$ cat src/design/mcu_pkg.sv
// ==============================
// MCU bus fabric types and memory map.
// Map matches the 6801 protection MCU.
// ==============================

package mcu_pkg;

    // Memory widths
    localparam int INTRAM_AW = 8;
    localparam int SHARED_AW = 9;
    localparam int ROM_AW    = 14;

    typedef logic [7:0]           byte_t;
    typedef logic [15:0]          mcu_addr_t;
    typedef logic [SHARED_AW-1:0] shared_addr_t;
    typedef logic [ROM_AW-1:0]    rom_addr_t;
    typedef logic [INTRAM_AW-1:0] intram_addr_t;

    // ROM lives at Cxxx and above
    localparam logic [1:0] ROM_TAG    = 2'b11;
    // Shared RAM window at 8xxx
    localparam logic [3:0] SHARED_TAG = 4'h8;
    // Internal RAM range, upper bound exclusive
    localparam mcu_addr_t  INTRAM_LO  = 16'h0040;
    localparam mcu_addr_t  INTRAM_HI  = 16'h0140;
    // I/O port block below this address
    localparam mcu_addr_t  PORT_HI    = 16'h0028;
    localparam logic [5:0] PORT6_ADDR = 6'h17;

    // Driven by the MCU core
    typedef struct packed {
        logic      vma;
        logic      rnw;
        mcu_addr_t addr;
        byte_t     dout;
    } mcu_bus_t;

    // Driven by the main CPU
    typedef struct packed {
        logic         com_cs;
        logic         wrn;
        shared_addr_t addr;
        byte_t        dout;
    } cpu_bus_t;

    // Region selects from the decoder
    typedef struct packed {
        logic rom;
        logic intram;
        logic shared;
        logic port;
    } mcu_sel_t;

endpackage

$ cat src/design/sync_ram.sv
// ==============================
// Registered read, no reset on contents.
// Read and write both need cen.
// ==============================

`timescale 1ns/1ns

module sync_ram #(
    parameter int AW = 8
) (
    input  logic           clk,
    input  logic           cen,
    input  logic           we,
    input  logic [AW-1:0]  addr,
    input  mcu_pkg::byte_t data,
    output mcu_pkg::byte_t q
);

    mcu_pkg::byte_t mem [0:(1<<AW)-1];

    always_ff @(posedge clk) begin
        if (cen) begin
            q <= mem[addr];
            if (we) begin
                mem[addr] <= data;
            end
        end
    end

endmodule

$ cat config.mk
export PLATFORM = sky130hd
export DESIGN_NAME = sync_ram
export DESIGN_NICKNAME = d
export VERILOG_FILES = /design/src/design/mcu_pkg.sv /design/src/design/sync_ram.sv
export SDC_FILE = /design/constraint.sdc
export NUM_CORES = 2
export LEC_CHECK = 0
export BUFFER_PORTS_ARGS = -buffer_cell sky130_fd_sc_hd__clkbuf_2
export CORE_AREA = 4 4 565 567
export CTS_CLUSTER_DIAMETER = 30
export DETAILED_ROUTE_END_ITERATION = 12
export DIE_AREA = 0 0 569 571
export PLACE_DENSITY = 0.38
export RECOVER_POWER = 50
export SKIP_LAST_GASP = 1
export SLEW_MARGIN = 40
export SYNTH_ARGS = -nofsm -noshare
export SYNTH_HDL_FRONTEND = slang
export SYNTH_SLANG_ARGS = --single-unit
export TNS_END_PERCENT = 5
$ cat constraint.sdc
create_clock -name clk -period 3 [get_ports clk]
set_clock_uncertainty 0.1 [all_clocks]
set_input_delay 0.6 -clock clk [delete_from_list [all_inputs] [get_ports clk]]
set_output_delay 0.6 -clock clk [all_outputs]
set_load 0.005 [all_outputs]
==> flow_summary.ini <==
[clock_tree]
cts.sinks = 2056
cts_buffer_depth = 4
cts-root-buf = clkbuf_16
h-tree-depth = 5
clkLatencyLatePin_ns = 0.91
numCtsBuffers = 471
cts_tree = built
clk_pin_slew_worst_paths_ns = 0.04

[floorplanning]
core.rowCount = 206
ios = 27
die_y_um = 571
dieArea_sq_um = 325000
coreArea_sq_um = 314000
start_util = 0.249
die_x_um = 569

[sta]
whs_ns = 0.526
rsz0062_at_grt = true
tightestPinTransition_ns = 2.73
hold_violations = 0
slew_headroom = -0.821
finalCriticalPeriod_ns = 2.94
slew_viol_final = 403
max_freq_ghz = 0.340
finalCritPeriodShare = 0.980
worst_slack_ns = 0.0608
tns_ns = 0
finalSetupViolCount = 0

[yosys]
ys.flop_type = edfxtp_1
yosys_warnings = 0
synth-seq-cells = 2056
async_flop_share = 0
netlist_instances = 3525
syn_avg_cell_area_sq_um = 22.2
ys_seq_area_frac = 0.788
synth_nets = 3544
synth_edf_count = 2056
yosysUniqueCellTypes = 21
syn_area_sq_um = 78400

[global_routing]
grt_pass1_wl_um = 342000
antenna_found_initial = 15
overflow = 0
grt_pass1_vias = 43900
grt_usage = 0.147
grt_max_degree = 100

[layout]
fin_cells = 9115
seq_area_sq_um = 61700
fin_util = 0.337
areaGrowthSynthToFinish_pct = 35.3
fill_cells = 29500
drive_gt1_frac = 0.419
nets = 4571
multi_input_area_sq_um = 15800

[power_and_ir_drop]
p_leak_nw = 34.9
ir_worst_vdd_uv = 492
p_per_area_nw_per_um2 = 819

[flow_run]
cap_violations = 6

[critical_path]
cp_cell_sequence = buf_8, buf_12, buf_12, buf_4, mux4_2, a22oi_1, buf_4, a21oi_1, o41ai_1, buf_4, nand4_1
critPathMaxStageDelay_ns = 0.57
worstSetupPathType = primary input to register
rrSetupSlack_ns = 0.19
cpMaxStageDelayCell = mux4_2
end_kind = register
worstPathArrival_ns = 3.44
cp_common_cell = buf_4
cp-start-kind = primary input
worstPathRequired_ns = 3.50
worstPathMaxFanout = 10

[status]
status = finished, violations left
violations = capacitance limit, slew limit

[route]
num_vias = 40800
vias_per_cell = 4.47
drc = 0
ant_nets = 0
drt_iter0_drc = 3314
routedWlPerCell_um = 26.6
routed_wl_um = 242000
drtPass1Iterations = 5

[placed_design]
place_inst = 8238
gp_congestion = 0.760
port_buffers = 26
dp_slack_ns = -1.05
dp.final_hpwl_um = 154000

[min_path]
hold_path_class = primary input to register
## cell usage after synthesis, drive strengths merged, types with 4 or more instances
cell	count	area, sq um
a22oi	256	1920
a21oi	128	641
buf	82	462
nand3	4	20.0
nor2b	6	37.5
nor2	259	972
clkbuf	143	537
nand2	30	113
o41ai	32	280
edfxtp	2056	61700
mux4	512	11500
nand4	8	50.1
## cell usage in the layout (no fill, tap or decap), types with 5 or more instances in the layout
master / count
mux4_2: 512
bufinv_16: 80
a21oi_1: 128
a22oi_1: 256
clkbuf_1: 53
nand2_1: 13
clkinv_2: 104
clkinv_8: 5
clkinvlp_4: 59
clkinv_4: 19
clkbuf_16: 476
clkinv_16: 10
nand2_2: 17
clkbuf_4: 8
nand4_1: 8
clkbuf_2: 34
buf_12: 96
nor2_1: 258
buf_4: 624
edfxtp_1: 2056
clkinv_1: 71
o41ai_2: 13
o41ai_1: 19
## metrics by stage
step	cell area [sq um]	total power (W)
global route	106000	0.0897
CTS	106000	0.0880
floorplan	78400	0.0336
global placement	89900	0.0356
finish	106000	0.0868
detailed placement	90000	0.0357
## what timing repair did
item / in CTS / in global routing
resized for setup: 1 / 1
gates cloned: 0 / 0
setup buffers: 0 / 0
hold buffers: 1 / 0
setup endpoints to repair: 3 / 3
hold endpoints to repair: 12 / 0
## state kept, by name, indices dropped and copies added (netlist names)
signal / count
mem: 2048
q: 8
## critical path: cells and delay by family
kind	cells	cell delay, ns
AOI/OAI and AO/OA	3	0.92
buffers and inverters	6	1.19
muxes	1	0.57
and+or+nand+nor	1	0.10
## cells by family (layout without fill, tap and decap cells)
kind of cell | count (synthesis) | in the layout | synth area share
multiplexers | 512 | 512 | 0.147
other | 0 | 3 | 0
AND/OR/NAND/NOR | 316 | 316 | 0.0160
flip-flops | 2056 | 2056 | 0.788
buffers and inverters | 225 | 1652 | 0.0127
AO/OA/AOI/OAI | 416 | 416 | 0.0363
## power breakdown
group / total (W) / switching [W] / internal [W]
sequential: 0.0318 / 0.0000390 / 0.0318
combinational: 0.00319 / 0.00195 / 0.00123
clock: 0.0518 / 0.0162 / 0.0356
## path summary, 6_finish.rpt
check                    from  depth (start not counted)   end
hold / removal        addr[7]                          6  q[2]
setup / recovery      addr[0]                         11  q[5]
hold reg to reg   mem[131][4]                          6  q[4]
setup reg to reg  mem[255][0]                          6  q[0]
## layout make-up
type,instances,share of cell area
Multi-Input combinational cell,1244,0.149
Clock buffer,521,0.114
Antenna cell,3,0.0000708
Timing Repair Buffer,779,0.0655
Sequential cell,2056,0.582
Tap cell,4160,0.0491
Clock inverter,352,0.0399
## layer usage
layer  GRT usage  vias to the layer above  part of all wire  routed length, um
met1       0.207                    22000              0.46             111000
met4      0.0375                        2             0.021               5110
li1            -                    17300                 -                  -
met2       0.238                     1077              0.48             116000
met3      0.0233                      353             0.042              10100
met5           0                        -          0.000054                 13
(Power assumes the default switching activity.)
