$ cat config.mk
export PLATFORM = sky130hd
export DESIGN_NAME = mcu_io_ports
export DESIGN_NICKNAME = d
export VERILOG_FILES = /design/src/design/mcu_pkg.sv /design/src/design/mcu_io_ports.sv
export SDC_FILE = /design/constraint.sdc
export NUM_CORES = 1
export LEC_CHECK = 0
export ABC_CLOCK_PERIOD_IN_PS = 800
export BUFFER_PORTS_ARGS = -buffer_cell sky130_fd_sc_hd__buf_2
export CAP_MARGIN = 5
export CORE_AREA = 10 10 47 49
export DETAILED_ROUTE_END_ITERATION = 10
export DIE_AREA = 0 0 57 59
export HOLD_SLACK_MARGIN = 0.1
export PLACE_DENSITY = 0.75
export SYNTH_ARGS = -nofsm -noshare
export SYNTH_HDL_FRONTEND = slang
export SYNTH_SLANG_ARGS = --single-unit
$ cat constraint.sdc
create_clock -name clk -period 0.8 [get_ports clk]
set_clock_uncertainty 0.1 [all_clocks]
set_input_delay 0.08 -clock clk [delete_from_list [all_inputs] [get_ports clk]]
set_output_delay 0.08 -clock clk [all_outputs]
set_load 0.005 [all_outputs]
$ cat src/design/mcu_pkg.sv
// ==============================
// MCU bus fabric types and memory map.
// Map matches the 6801 protection MCU.
// ==============================

package mcu_pkg;

    // Memory widths
    localparam int INTRAM_AW = 8;
    localparam int SHARED_AW = 9;
    localparam int ROM_AW    = 14;

    typedef logic [7:0]           byte_t;
    typedef logic [15:0]          mcu_addr_t;
    typedef logic [SHARED_AW-1:0] shared_addr_t;
    typedef logic [ROM_AW-1:0]    rom_addr_t;
    typedef logic [INTRAM_AW-1:0] intram_addr_t;

    // ROM lives at Cxxx and above
    localparam logic [1:0] ROM_TAG    = 2'b11;
    // Shared RAM window at 8xxx
    localparam logic [3:0] SHARED_TAG = 4'h8;
    // Internal RAM range, upper bound exclusive
    localparam mcu_addr_t  INTRAM_LO  = 16'h0040;
    localparam mcu_addr_t  INTRAM_HI  = 16'h0140;
    // I/O port block below this address
    localparam mcu_addr_t  PORT_HI    = 16'h0028;
    localparam logic [5:0] PORT6_ADDR = 6'h17;

    // Driven by the MCU core
    typedef struct packed {
        logic      vma;
        logic      rnw;
        mcu_addr_t addr;
        byte_t     dout;
    } mcu_bus_t;

    // Driven by the main CPU
    typedef struct packed {
        logic         com_cs;
        logic         wrn;
        shared_addr_t addr;
        byte_t        dout;
    } cpu_bus_t;

    // Region selects from the decoder
    typedef struct packed {
        logic rom;
        logic intram;
        logic shared;
        logic port;
    } mcu_sel_t;

endpackage

$ cat src/design/mcu_io_ports.sv
// ==============================
// Only port 6 is implemented, others read 0.
// NMI latch is cleared while port 6 bit 0 is 0.
// ==============================

`timescale 1ns/1ns

module mcu_io_ports (
    input  logic           clk,
    input  logic           rst,
    input  logic           port_we,
    input  mcu_pkg::byte_t wdata,
    input  logic           mcu_nmi_set,
    input  logic           port6_rd,
    output mcu_pkg::byte_t port_dout,
    output logic           nmi,
    output logic           mcu_irqmain
);

    mcu_pkg::byte_t p6;
    logic           nmi_set_d;
    logic           nmi_rise;

    // Port 6 output register
    always_ff @(posedge clk or posedge rst) begin
        if (rst) begin
            p6 <= '0;
        end else if (port_we) begin
            p6 <= wdata;
        end
    end

    // Bit 1 interrupts the main CPU
    assign mcu_irqmain = p6[1];

    // Edge detect on the main CPU request
    always_ff @(posedge clk or posedge rst) begin
        if (rst) begin
            nmi_set_d <= 1'b0;
        end else begin
            nmi_set_d <= mcu_nmi_set;
        end
    end

    assign nmi_rise = mcu_nmi_set & ~nmi_set_d;

    // Clear has priority over a new edge
    always_ff @(posedge clk or posedge rst) begin
        if (rst) begin
            nmi <= 1'b0;
        end else if (!p6[0]) begin
            nmi <= 1'b0;
        end else if (nmi_rise) begin
            nmi <= 1'b1;
        end
    end

    assign port_dout = port6_rd ? p6 : '0;

endmodule

==> run_results.csv <==
group,metric,value,unit
power_and_ir_drop,ir_drop,0.00116,V
timing,report.final.slew_viol_count,0,
cts,htree_levels,1,
timing,ratio_of_final_minimum_period_to_clock_period,136,%
synth,ranking_of_synthesized_cells_by_instance_count,"10 x sky130_fd_sc_hd__dfrtp_1, 8 x sky130_fd_sc_hd__and2_1, 8 x sky130_fd_sc_hd__mux2_4",
timing,grt_setup_unrepaired,"true",
global_route,grt_ovf,0,
timing,timing.max_slew.rel_slack,76.3,%
drt,m1WireLength,521,um
synth,syn_area_per_cell,15.0,um2
timing,setup_viol,19,
drt,post-route-drc-count,0,
drt,dr_wl_met3,65,um
synth,synth-main-ff-cell,"sky130_fd_sc_hd__dfrtp_1",
floorplan,starting_utilization_of_the_core_area,32.1,%
finish,finalCoreUtilization,49.9,%
worst_setup_path,category_of_the_worst_setup_path_capture_point,"output pin",
synth,synth_compound_gate_area_share,1.67,%
run_status,failed_checks,"negative hold slack, negative setup slack",
synth,synth.top_cells.by_area,"sky130_fd_sc_hd__dfrtp_1 56%, sky130_fd_sc_hd__mux2_4 27%, sky130_fd_sc_hd__and2_1 11%",
cts,clock_tree_from_tritoncts,"done",
finish,area.growth.synth_to_final,55.7,%
synth,yosys_synthesis_warning_count,0,
drt,wl_met2,518,um
worst_setup_path,critPathArrivalTime,910,ps
finish,fillerInstances,148,
synth,synth.net_count,43,
drt,drtAntennaViolNets,0,
power_and_ir_drop,static-leakage-power,0.383,nW
placed_design,detailed_placement_wirelength_estimate,762,um
placed_design,place.port_buffers,22,
floorplan,coreArea,1400,um2
drt,finalWirelength,1110,um
synth,portion_of_the_post_synthesis_area_used_by_sequential_elements,55.7,%
worst_setup_path,critical_path.max_fanout,2,
synth,number_of_instances_in_the_synthesized_netlist,30,
floorplan,design.die.area,3360,um2
floorplan,die-width,57,um
timing,finalHoldViolations,8,
synth,synthesis.area,449,um2
timing,hold-worst-slack,-54.4,ps
synth,post_synth_xor_area_fraction,0,%
drt,route.detailed.vias_per_inst,4.20,
synth,post-synth-top-area-fraction,55.7,%
cts,insertion_delay,260,ps
finish,antennaDiodeCount,0,
worst_setup_path,crit_type,"reg2out",
drt,drt-pass1-iter-count,4,
global_route,initial_antenna_violation_count,0,
timing,post_route_setup_slack,-289,ps
timing,timing.setup.tns,-3840,ps
cts,cts_max_path_buffers,2,
timing,fin_crit,1090,ps
synth,number_of_synthesized_flops_with_an_enable_pin,0,
floorplan,ios,23,
synth,yosys.cell_count.top_type,"sky130_fd_sc_hd__dfrtp_1",
power_and_ir_drop,power.density_cell_area,1870,nW/um2
cts,cts_buffers,3,
timing,worst_slew_pin_slew,356,ps
floorplan,floorplan.rows,14,
run,cap_violations,0,
synth,post_synth_fa_ha_maj_area_fraction,0,%
synth,netlist-cell-type-count,7,
synth,ys_ff_latch,10,
finish,drive_gt1_share,64.6,%
synth,portion_of_netlist_area_occupied_by_mux_cells,26.7,%
global_route,track_usage,7.09,%
cts,clk_pin_slew,70,ps
synth,yosys.area.top_type,"sky130_fd_sc_hd__dfrtp_1",
worst_setup_path,cp_data_required_time,620,ps
drt,routed.top_layer,"met4",
drt,detail_route.wl_per_cell,13.8,um
cts,clock_sink_count,10,
run_status,status,"finished with violations",
cts,buffer_type_at_the_clock_tree_root,"sky130_fd_sc_hd__clkbuf_4",
drt,routed-via-count,340,
global_route,global_route_wire_length_before_repair,1880,um
finish,num-nets-final,79,
placed_design,gp_routability_congestion,0.621,
drt,dr.first_iter.drc_count,2,
synth,largest_family_of_logic_cells_by_synthesized_area,"multiplexers",
global_route,first_global_vias,380,
synth,synth-simple-area-share,12.5,%
timing,clock.fmax,918,MHz
floorplan,die_h,59,um
min_path,worstHoldPathType,"in2reg",
global_route,grt_start_max_net_pins,11,
worst_setup_path,cp-start-kind,"flop",
synth,proportion_of_register_bits_with_asynchronous_set_or_reset_after_synthesis,100,%
placed cells by master, fill, tap and decap left out, drive strengths merged:
cell type,synthesis,layout
nor2b,1,1
mux2,8,8
dlygate4sd3,0,2
and2,8,8
dfrtp,10,10
o21a,1,1
buf,1,30
inv,1,1
clkbuf,0,4
timing repair:
item	4_1_cts	5_1_grt
gates resized for setup	1	4
hold buffers	2	1
hold endpoints to repair	20	9
setup endpoints to repair	18	19
buffers inserted	4	5
pin swaps	4	2
power breakdown:
part	switching, W	internal (W)	total [W]	leakage, nW
combinational	0.0000865	0.000190	0.000277	0.243
clock	0.000175	0.000276	0.000451	0.0210
sequential	0.0000263	0.000553	0.000580	0.118
total	0.000288	0.00102	0.00131	0.383
critical path, cell delays in order, from the launching register on:
cell and delay (ps):
sky130_fd_sc_hd__dfrtp_1 390, sky130_fd_sc_hd__and2_1 140, sky130_fd_sc_hd__buf_2 120
worst paths after layout:
path                           from           end  slack [ps]  cells past startpoint
setup / recovery              p6[4]  port_dout[4]        -290                      2
hold / removal             wdata[1]         p6[1]         -50                      2
setup reg to reg              p6[1]         p6[1]        -290                      3
hold reg to reg               p6[6]         p6[6]         410                      1
max in group asynchronous       rst         p6[5]         100                      3
min in group asynchronous       rst         p6[7]         240                      3
layout make-up:
cell class                      count  area (um2)  share of cell area (%)
Sequential cell                    10         250                    35.8
Timing Repair Buffer               32         205                    29.3
Clock buffer                        4        36.3                    5.19
Multi-Input combinational cell     18         184                    26.3
Inverter                            1        3.75                   0.537
Tap cell                           16        20.0                    2.86
metal layers:
layer  track usage, %  vias up
met5                0        -
met4             3.02        0
met3             4.08        2
met2             10.2       16
met1             8.34      156
li1                 -      166
kinds of logic after synthesis:
| group | after synthesis |
|---|---|
| muxes | 8 |
| AOI/OAI and AO/OA | 1 |
| and+or+nand+nor | 9 |
| buffers and inverters | 2 |
| DFF | 10 |
sequential cells by signal, summed over array words and instances, names as in the netlist:
signal,count
nmi,1
p6,8
nmi_set_d,1
per-stage QoR:
step | cells | setup slack (ps) | power, W | hold slack, ps | cell area, um2
after detailed placement | 67 | -88.2 | 0.000787 | -35.0 | 568
final | 81 | -289 | 0.00131 | -54.4 | 699
after floorplan | 30 | -58.4 | 0.000702 | -180 | 449
after CTS | 77 | -297 | 0.00128 | -56.2 | 658
after global placement | 67 | -72.9 | 0.000783 | -32.0 | 568
after global routing | 81 | -339 | 0.00139 | -65.0 | 699
(Power assumes the default switching activity.)
