## src/design/mcu_pkg.sv

```systemverilog
// ==============================
// MCU bus fabric types and memory map.
// Map matches the 6801 protection MCU.
// ==============================

package mcu_pkg;

    // Memory widths
    localparam int INTRAM_AW = 8;
    localparam int SHARED_AW = 9;
    localparam int ROM_AW    = 14;

    typedef logic [7:0]           byte_t;
    typedef logic [15:0]          mcu_addr_t;
    typedef logic [SHARED_AW-1:0] shared_addr_t;
    typedef logic [ROM_AW-1:0]    rom_addr_t;
    typedef logic [INTRAM_AW-1:0] intram_addr_t;

    // ROM lives at Cxxx and above
    localparam logic [1:0] ROM_TAG    = 2'b11;
    // Shared RAM window at 8xxx
    localparam logic [3:0] SHARED_TAG = 4'h8;
    // Internal RAM range, upper bound exclusive
    localparam mcu_addr_t  INTRAM_LO  = 16'h0040;
    localparam mcu_addr_t  INTRAM_HI  = 16'h0140;
    // I/O port block below this address
    localparam mcu_addr_t  PORT_HI    = 16'h0028;
    localparam logic [5:0] PORT6_ADDR = 6'h17;

    // Driven by the MCU core
    typedef struct packed {
        logic      vma;
        logic      rnw;
        mcu_addr_t addr;
        byte_t     dout;
    } mcu_bus_t;

    // Driven by the main CPU
    typedef struct packed {
        logic         com_cs;
        logic         wrn;
        shared_addr_t addr;
        byte_t        dout;
    } cpu_bus_t;

    // Region selects from the decoder
    typedef struct packed {
        logic rom;
        logic intram;
        logic shared;
        logic port;
    } mcu_sel_t;

endpackage

```

## src/design/mcu_bus_decode.sv

```systemverilog
// ==============================
// Selects are all low while vma is low.
// Read mux is purely combinational.
// ==============================

`timescale 1ns/1ns

module mcu_bus_decode (
    input  mcu_pkg::mcu_bus_t mcu_bus,
    input  mcu_pkg::byte_t    ram_dout,
    input  mcu_pkg::byte_t    shared_dout_mcu,
    input  mcu_pkg::byte_t    port_dout,
    input  mcu_pkg::byte_t    rom_data,
    output mcu_pkg::mcu_sel_t sel,
    output mcu_pkg::byte_t    mcu_din
);

    mcu_pkg::mcu_addr_t addr;

    assign addr = mcu_bus.addr;

    // Address decoder
    always_comb begin
        sel = '0;
        if (mcu_bus.vma) begin
            sel.rom    = (addr[15:14] == mcu_pkg::ROM_TAG);
            sel.shared = (addr[15:12] == mcu_pkg::SHARED_TAG);
            sel.intram = (addr >= mcu_pkg::INTRAM_LO) && (addr < mcu_pkg::INTRAM_HI);
            sel.port   = (addr < mcu_pkg::PORT_HI);
        end
    end

    // Read data back to the core, ROM when nothing else hits
    always_comb begin
        if (sel.intram) begin
            mcu_din = ram_dout;
        end else if (sel.shared) begin
            mcu_din = shared_dout_mcu;
        end else if (sel.port) begin
            mcu_din = port_dout;
        end else begin
            mcu_din = rom_data;
        end
    end

endmodule

```

## config.mk

```make
export PLATFORM = sky130hd
export DESIGN_NAME = mcu_bus_decode
export DESIGN_NICKNAME = d
export VERILOG_FILES = /design/src/design/mcu_pkg.sv /design/src/design/mcu_bus_decode.sv
export SDC_FILE = /design/constraint.sdc
export NUM_CORES = 1
export LEC_CHECK = 0
export ABC_CLOCK_PERIOD_IN_PS = 5600
export BUFFER_PORTS_ARGS = -buffer_cell sky130_fd_sc_hd__buf_2
export CELL_PAD_IN_SITES_DETAIL_PLACEMENT = 1
export CELL_PAD_IN_SITES_GLOBAL_PLACEMENT = 1
export CORE_MARGIN = 2
export CORE_UTILIZATION = 19
export DETAILED_ROUTE_END_ITERATION = 8
export PLACE_DENSITY_LB_ADDON = 0.1
export REMOVE_ABC_BUFFERS = 1
export SYNTH_ARGS = -nofsm -noshare
export SYNTH_HDL_FRONTEND = slang
export SYNTH_SLANG_ARGS = --single-unit
```

## constraint.sdc

```tcl
create_clock -name vclk -period 5.6
set_input_delay 1.12 -clock vclk [all_inputs]
set_output_delay 1.12 -clock vclk [all_outputs]
set_load 0.1 [all_outputs]
```

==> metrics.md, run 1 <==
| Metric | Value |
|---|---|
| Wire per inst | `roughly 12 um` |
| Commonest cells after routing, fill and taps aside | `58 x buf_2, 9 x inv_1` |
| Leakage | `around 0.39 nW` |
| Crit path time final | `between 4 and 5 ns` |
| Vias | `roughly 750` |
| Vias per Instance | `around 4.8` |
| GRT Overall Usage | `a little over an eighth` |
| Hold Crit Class | `in2out` |
| RePlAce Congestion | `0.583` |
| Vias in the first global route | `between 700 and 800` |
| Seq_cells | `0` |
| Reg area | `0 um^2` |
| Die Width | `53.9 um` |
| Port Buffer Count | `58` |
| # rows | `18` |
| Final Hold Fails | `0` |
| Most common cell after layout, fill and taps aside | `buf_2` |
| Sequential area share after synthesis | `0%` |
| Post-Syn Area | `473 um^2` |
| Final ANT Viol Nets | `0` |
| Syn avg cell area | `6.31 um^2` |
| Slew Limit Headroom | `60.6%` |
| Initial core utilization | `19.6%` |
| PnR Total Power | `between 0.07 and 0.08 mW` |
| Hold WS | `around 2.7 ns` |
| Worst EP required | `roughly 4.5 ns` |
| Worst Setup Start Kind | `primary input` |
| Hold endpoint | `mcu_din[3]` |
| Pwr dens | `100 nW/um^2` |
| Synth top area share | `approximately 13%` |
| Max Cap Viol | `0` |
| Die ar. | `2900 um^2` |
| Fraction of layout cells with a size suffix above 1 | `about half` |
| Worst setup EP type | `output pin` |
| Final period utilization | `76.7%` |
| Cell variety after synth | `23` |
| Highest ir drop seen on vdd | `0.0537 mV` |
| Starting DRT DRC Count | `4` |
| Worst-margin pin slew | `between 0.5 and 0.6 ns` |
| Diodes inserted | `0` |
| Status | `finished, final reports clean` |
| Max Slew Vio Count | `0` |
| Worst hold stages | `4` |
| Antenna violations before repair | `0` |
| Setup CP Type | `in2out` |
| Area Growth Syn to Fin | `62.7%` |
| Critical hold path startpoint | `ram_dout[3]` |
| Largest net degree at the start of global routing | `28` |
| RSZ-0062 raised after global routing | `no` |
| # hold bufs at CTS | `0` |
| Post-CTS Setup Inserts | `0` |
| Final setup violation count | `0` |
| Pre-Repair DR Iteration Count | `4` |
| Die height | `approximately 54 um` |
| First-pass GRT wire length | `3070 um` |
| Synth area leader | `a22oi_1` |
| Clkbuf count | `0` |
| Drt total wl | `around 1900 um` |
| Worst endpoint data arrival time | `~3.2 ns` |
| FMAX | `~230 MHz` |
| Yosys Warn Count | `0` |
| Core box area | `2410 um^2` |
| Final net count | `approximately 190` |
| Drt drc | `0` |
| Post-cts resize count | `0` |
| Total global routing overflow | `0` |
| Critical path peak fanout | `27` |
| Syn Inst Count | `75` |
| Top cells by area, synth | `a22oi_1 13%, nor3b_1 13%, o31ai_1 13%, nor3_1 8.5%, inv_1 7.1%` |
| Post-detail-place hpwl | `between 1000 and 1500 um` |
| Num ports | `70` |
worst max-delay path, cell delays in order:
cell	delay [ns]
buf_2	0.09
or4b_1	0.50
buf_4	0.24
nor4b_4	0.54
nand2_1	0.11
o31ai_1	0.08
buf_2	0.47
Yosys cell counts:
master,number
o21ai_0,1
a21oi_1,6
and4b_1,1
buf_2,1
or4b_1,1
nor3b_1,8
clkbuf_1,4
inv_1,9
nor3_1,8
buf_6,1
or3b_1,1
nor4_2,1
buf_4,1
and3_1,1
nor3_2,1
o31ai_1,8
nand2_1,8
a21oi_2,2
nor4b_4,1
a22oi_1,8
o21a_1,1
nor2_1,1
nand3_1,1
through the flow:
| stage | util [%] | area (um^2) | setup TNS [ns] | instances | worst slack (ns) |
|---|---|---|---|---|---|
| after CTS | 31.9 | 769 | 0 | 157 | 1.24 |
| after floorplan | - | 434 | -0.891 | 68 | -0.116 |
| final | 31.9 | 769 | 0 | 157 | 1.31 |
| after detailed placement | 31.9 | 769 | 0 | 157 | 1.26 |
| after global routing | 31.9 | 769 | 0 | 157 | 1.08 |
| after global placement | 31.9 | 769 | 0 | 157 | 1.28 |
worst max path at each step:
| stage | startpoint | endpoint | cells past startpoint |
|---|---|---|---|
| after global placement | mcu_bus[21] | mcu_din[4] | 7 |
| after CTS | mcu_bus[21] | mcu_din[4] | 7 |
| after global routing | mcu_bus[23] | mcu_din[0] | 6 |
| after detailed placement | mcu_bus[21] | mcu_din[1] | 7 |
| final | mcu_bus[21] | mcu_din[4] | 7 |
| after floorplan | mcu_bus[21] | mcu_din[0] | 4 |
report_power, final:
group	total [mW]	leakage [nW]	switching, mW	internal, mW
Clock	0	0	0	0
Sequential	0	0	0	0
Combinational	0.0771	0.386	0.0549	0.0222
logic make-up after synthesis:
family | after synthesis | share of synthesized area (%)
buffers and inverters | 16 | 15.3
AOI/OAI and AO/OA | 26 | 38.1
and+or+nand+nor | 33 | 46.6
cell type report:
class / count / area, um^2
inverters: 9 / 33.8
well taps: 30 / 37.5
repair buffers: 59 / 298
multi-input cells: 59 / 400
fillers: 338 / 1640
per-layer routing:
| layer | part of all wire (%) | GRT usage (%) | up-vias | routed length [um] |
|---|---|---|---|---|
| met5 | 0 | 0 | - | 0 |
| met4 | 0 | 0 | 0 | 0 |
| met3 | 6.5 | 0.556 | 0 | 124 |
| met2 | 50 | 26.8 | 27 | 953 |
| met1 | 43 | 17.0 | 337 | 826 |
| li1 | - | - | 389 | - |
Note: power is estimated with default switching activity, not from simulation.
==> run 2, diff against run 1 <==
Settings changed: ABC_CLOCK_PERIOD_IN_PS 5600 to 3700, CORE_UTILIZATION 19 to 16.
Clock period 5.6 ns to 3.7 ns, I/O delays scaled along.
==> metrics.md, run 2 (synthesized netlist as in run 1, its figures left out) <==
| Metric | Value |
|---|---|
| Status | `finished, final reports clean` |
| Final setup violation count | `0` |
| Fraction of layout cells with a size suffix above 1 | `between 50% and 60%` |
| Post-cts resize count | `0` |
| Vias in the first global route | `approximately 750` |
| # rows | `19` |
| # hold bufs at CTS | `0` |
| Die height | `approximately 60 um` |
| Fin area | `928 um^2` |
| Most common cell after layout, fill and taps aside | `buf_2` |
| Worst setup EP type | `output pin` |
| Setup TNS | `0 ns` |
| Final core utilization | `between 30 and 40%` |
| Vias | `roughly 770` |
| Pwr dens | `154 nW/um^2` |
| Antenna violations before repair | `0` |
| Area after DPL | `a little over 900 um^2` |
| Die ar. | `3410 um^2` |
| Area occupied by multi-input gates | `around 400 um^2` |
| Worst Setup Start Kind | `primary input` |
| Post-detail-place hpwl | `1590 um` |
| Highest ir drop seen on vdd | `roughly 0.085 mV` |
| Seq_cells | `0` |
| Num ports | `70` |
| Post-CTS Setup Inserts | `0` |
| GR met2 Demand/Resource | `about a fifth` |
| RSZ-0062 raised after global routing | `no` |
| Worst-margin pin slew | `0.485 ns` |
| Final net count | `190` |
| Total global routing overflow | `0` |
| GRT Overall Usage | `around 11%` |
| Setup CP Type | `in2out` |
| Drt total wl | `1900 um` |
| Pre-Repair DR Iteration Count | `4` |
| RePlAce Congestion | `around 0.65` |
| Core box area | `about 2800 um^2` |
| Area Growth Syn to Fin | `96.3%` |
| Largest net degree at the start of global routing | `20` |
| Vias per Instance | `between 4 and 5` |
| Final period utilization | `between 80% and 90%` |
| Leakage | `~0.44 nW` |
| Clkbuf count | `0` |
| Final worst slack | `roughly 0.49 ns` |
| Reg area | `0 um^2` |
| Max Cap Viol | `0` |
| Hold Crit Class | `in2out` |
| Hold WS | `about 1.9 ns` |
| Slew Limit Headroom | `around two thirds` |
| Critical path peak fanout | `17` |
| Die Width | `a little under 60 um` |
| Fill cells | `369` |
| GR Util met1 | `between 10% and 20%` |
| Met3 usage | `under 10%` |
| PnR Total Power | `approximately 0.14 mW` |
| Pre-CTS setup slack | `between 0.4 and 0.5 ns` |
| First-pass GRT wire length | `between 3000 and 4000 um` |
| Busiest grt layer | `met2` |
| Worst EP required | `roughly 3.0 ns` |
| Commonest cells after routing, fill and taps aside | `49 x buf_2, 9 x inv_1, 9 x buf_12` |
| Max Slew Vio Count | `0` |
| Final ANT Viol Nets | `0` |
| Diodes inserted | `0` |
| Wire per inst | `11.8 um` |
| Final Hold Fails | `0` |
| Crit path time final | `around 3.2 ns` |
| Post-Layout Cell Count | `161` |
| Drt drc | `0` |
| DP Cell Count | `161` |
| Initial core utilization | `17.0%` |
| Starting DRT DRC Count | `9` |
| Worst endpoint data arrival time | `~2.5 ns` |
| FMAX | `312 MHz` |
| Port Buffer Count | `between 50 and 60` |
run 2: cell types whose count changed in the layout (fill, tap and decap cells not counted):
| cell | change |
|---|---|
| buf_2 | -9 |
| buf_4 | +3 |
| buf_12 | +9 |
run 2: path summary, 6_finish.rpt:
kind / start / endpoint / depth (start not counted)
worst max-delay path: mcu_bus[21] / mcu_din[0] / 7
worst min-delay path: ram_dout[2] / mcu_din[2] / 4
run 2: area by class of cell:
type / count / share of cell area [%]
timing repair buffer: 62 / 49.1
multi-input combinational: 59 / 43.1
tap: 31 / 4.18
inverter: 9 / 3.64
run 2: worst max-delay path: stages:
cell and delay, ns:
buf_2 0.09, or4b_1 0.54, buf_4 0.21, a21oi_1 0.13, a22oi_1 0.08, o31ai_1 0.44, buf_12 0.23
run 2: per-layer routing:
| metal | wire length [um] | vias up |
|---|---|---|
| li1 | - | 390 |
| met1 | 823 | 339 |
| met2 | 890 | 36 |
| met3 | 187 | 0 |
| met4 | 0 | 0 |
| met5 | 0 | - |
run 2: power breakdown:
group	switching, mW	leakage [nW]	internal (mW)
combinational	0.0872	0.440	0.0557
clock	0	0	0
sequential	0	0	0
total	0.0872	0.440	0.0557
==> run 3, diff against run 2 <==
Settings changed: ABC_CLOCK_PERIOD_IN_PS 3700 to 3800, CORE_MARGIN 2 to not set, CORE_UTILIZATION 16 to 19, GPL_TIMING_DRIVEN set to 0.
Clock period 3.7 ns to 3.8 ns, I/O delays scaled along.
==> metrics.md, run 3 (synthesized netlist as in run 1, its figures left out) <==
| Metric | Value |
|---|---|
| Seq_cells | `0` |
| Fin area | `between 700 and 800 um^2` |
| Critical path peak fanout | `27` |
| PnR Total Power | `0.116 mW` |
| Total global routing overflow | `0` |
| Worst setup EP type | `output pin` |
| Initial core utilization | `just over 20%` |
| Hold WS | `about 2 ns` |
| Hold Crit Class | `in2out` |
| Met3 usage | `roughly 1.2%` |
| Wire per inst | `roughly 12 um` |
| Antenna violations before repair | `0` |
| Diodes inserted | `0` |
| Final Hold Fails | `0` |
| Vias per Instance | `about 4.9` |
| Worst endpoint data arrival time | `between 2 and 3 ns` |
| FMAX | `273 MHz` |
| Starting DRT DRC Count | `3` |
| Worst EP required | `3.04 ns` |
| Area after DPL | `roughly 760 um^2` |
| Drt total wl | `1820 um` |
| Largest net degree at the start of global routing | `28` |
| Die height | `approximately 52 um` |
| Post-detail-place hpwl | `between 1000 and 1500 um` |
| Status | `finished, final reports clean` |
| GRT Overall Usage | `between 10% and 20%` |
| Crit path time final | `roughly 3.7 ns` |
| Final period utilization | `96.5%` |
| Die Width | `between 50 and 60 um` |
| Pwr dens | `roughly 150 nW/um^2` |
| Final core utilization | `between 30% and 40%` |
| Commonest cells after routing, fill and taps aside | `50 x buf_2, 9 x inv_1` |
| Vias | `around 760` |
| Max Slew Vio Count | `0` |
| Worst-margin pin slew | `0.588 ns` |
| First-pass GRT wire length | `~2800 um` |
| Pre-Repair DR Iteration Count | `2` |
| Num ports | `70` |
| Final ANT Viol Nets | `0` |
| Die ar. | `about 2700 um^2` |
| Final setup violation count | `0` |
| Most common cell after layout, fill and taps aside | `buf_2` |
| Drt drc | `0` |
| GR met2 Demand/Resource | `between 20% and 30%` |
| Area Growth Syn to Fin | `68.0%` |
| Busiest grt layer | `met2` |
| Fraction of layout cells with a size suffix above 1 | `51.6%` |
| Max Cap Viol | `0` |
| Clkbuf count | `0` |
| Slew Limit Headroom | `between 60 and 70%` |
| Vias in the first global route | `between 600 and 700` |
| RSZ-0062 raised after global routing | `no` |
| # rows | `17` |
| Core box area | `roughly 2300 um^2` |
| Fill cells | `~320` |
| RePlAce Congestion | `approximately 0.6` |
| Reg area | `0 um^2` |
| Highest ir drop seen on vdd | `0.0632 mV` |
| Port Buffer Count | `58` |
| Leakage | `a little under 0.4 nW` |
| Worst Setup Start Kind | `primary input` |
| Setup CP Type | `in2out` |
| Final net count | `188` |
| GR Util met1 | `between 10% and 20%` |
| # hold bufs at CTS | `0` |
==> run 3: cell count changes in the layout (fill, tap and decap cells not counted) <==
cell	before	now
buf_4	4	2
or4b_2	0	1
buf_12	9	0
buf_2	49	50
clkbuf_4	0	8
or4b_1	1	0
==> run 3: per-stage QoR <==
| step | setup slack, ns | cells | setup TNS (ns) |
|---|---|---|---|
| global route | 0.0234 | 156 | 0 |
| global placement | -0.133 | 154 | -0.959 |
| finish | 0.133 | 156 | 0 |
| detailed placement | -0.150 | 154 | -1.05 |
| CTS | 0.0307 | 156 | 0 |
| floorplan | -1.20 | 68 | -9.53 |
==> run 3: area by class of cell <==
type                            count  area [um^2]  area share (%)
Inverter                            9         33.8            4.25
Timing Repair Buffer               60          325            40.9
Multi-Input combinational cell     59          400            50.4
Tap cell                           28         35.0            4.41
==> run 3: worst max-delay path: stages <==
cell	delay, ns
buf_2	0.09
or4b_2	0.98
nor4b_4	0.38
buf_4	0.18
nand2_1	0.05
o31ai_1	0.07
clkbuf_4	0.39
==> run 3: report_power, final <==
part	internal [mW]	leakage (nW)	switching, mW
logic	0.0357	0.394	0.0805
clock network	0	0	0
registers	0	0	0
==> run 3: final timing paths <==
check / from / end / cells past startpoint
hold / removal: ram_dout[7] / mcu_din[7] / 4
setup / recovery: mcu_bus[21] / mcu_din[5] / 7
==> run 3: layer usage <==
layer	up-vias	routed length, um
li1	386	-
met1	340	767
met2	31	910
met3	0	137
met4	0	0
met5	-	0
==> run 3: timing repair <==
| item | CTS | global route |
|---|---|---|
| gates resized for setup | 0 | 9 |
| endpoints found under the setup margin | 9 | 8 |
| setup buffers | 2 | 0 |
| hold endpoints to repair | 0 | 0 |
| pin swaps | 1 | 0 |
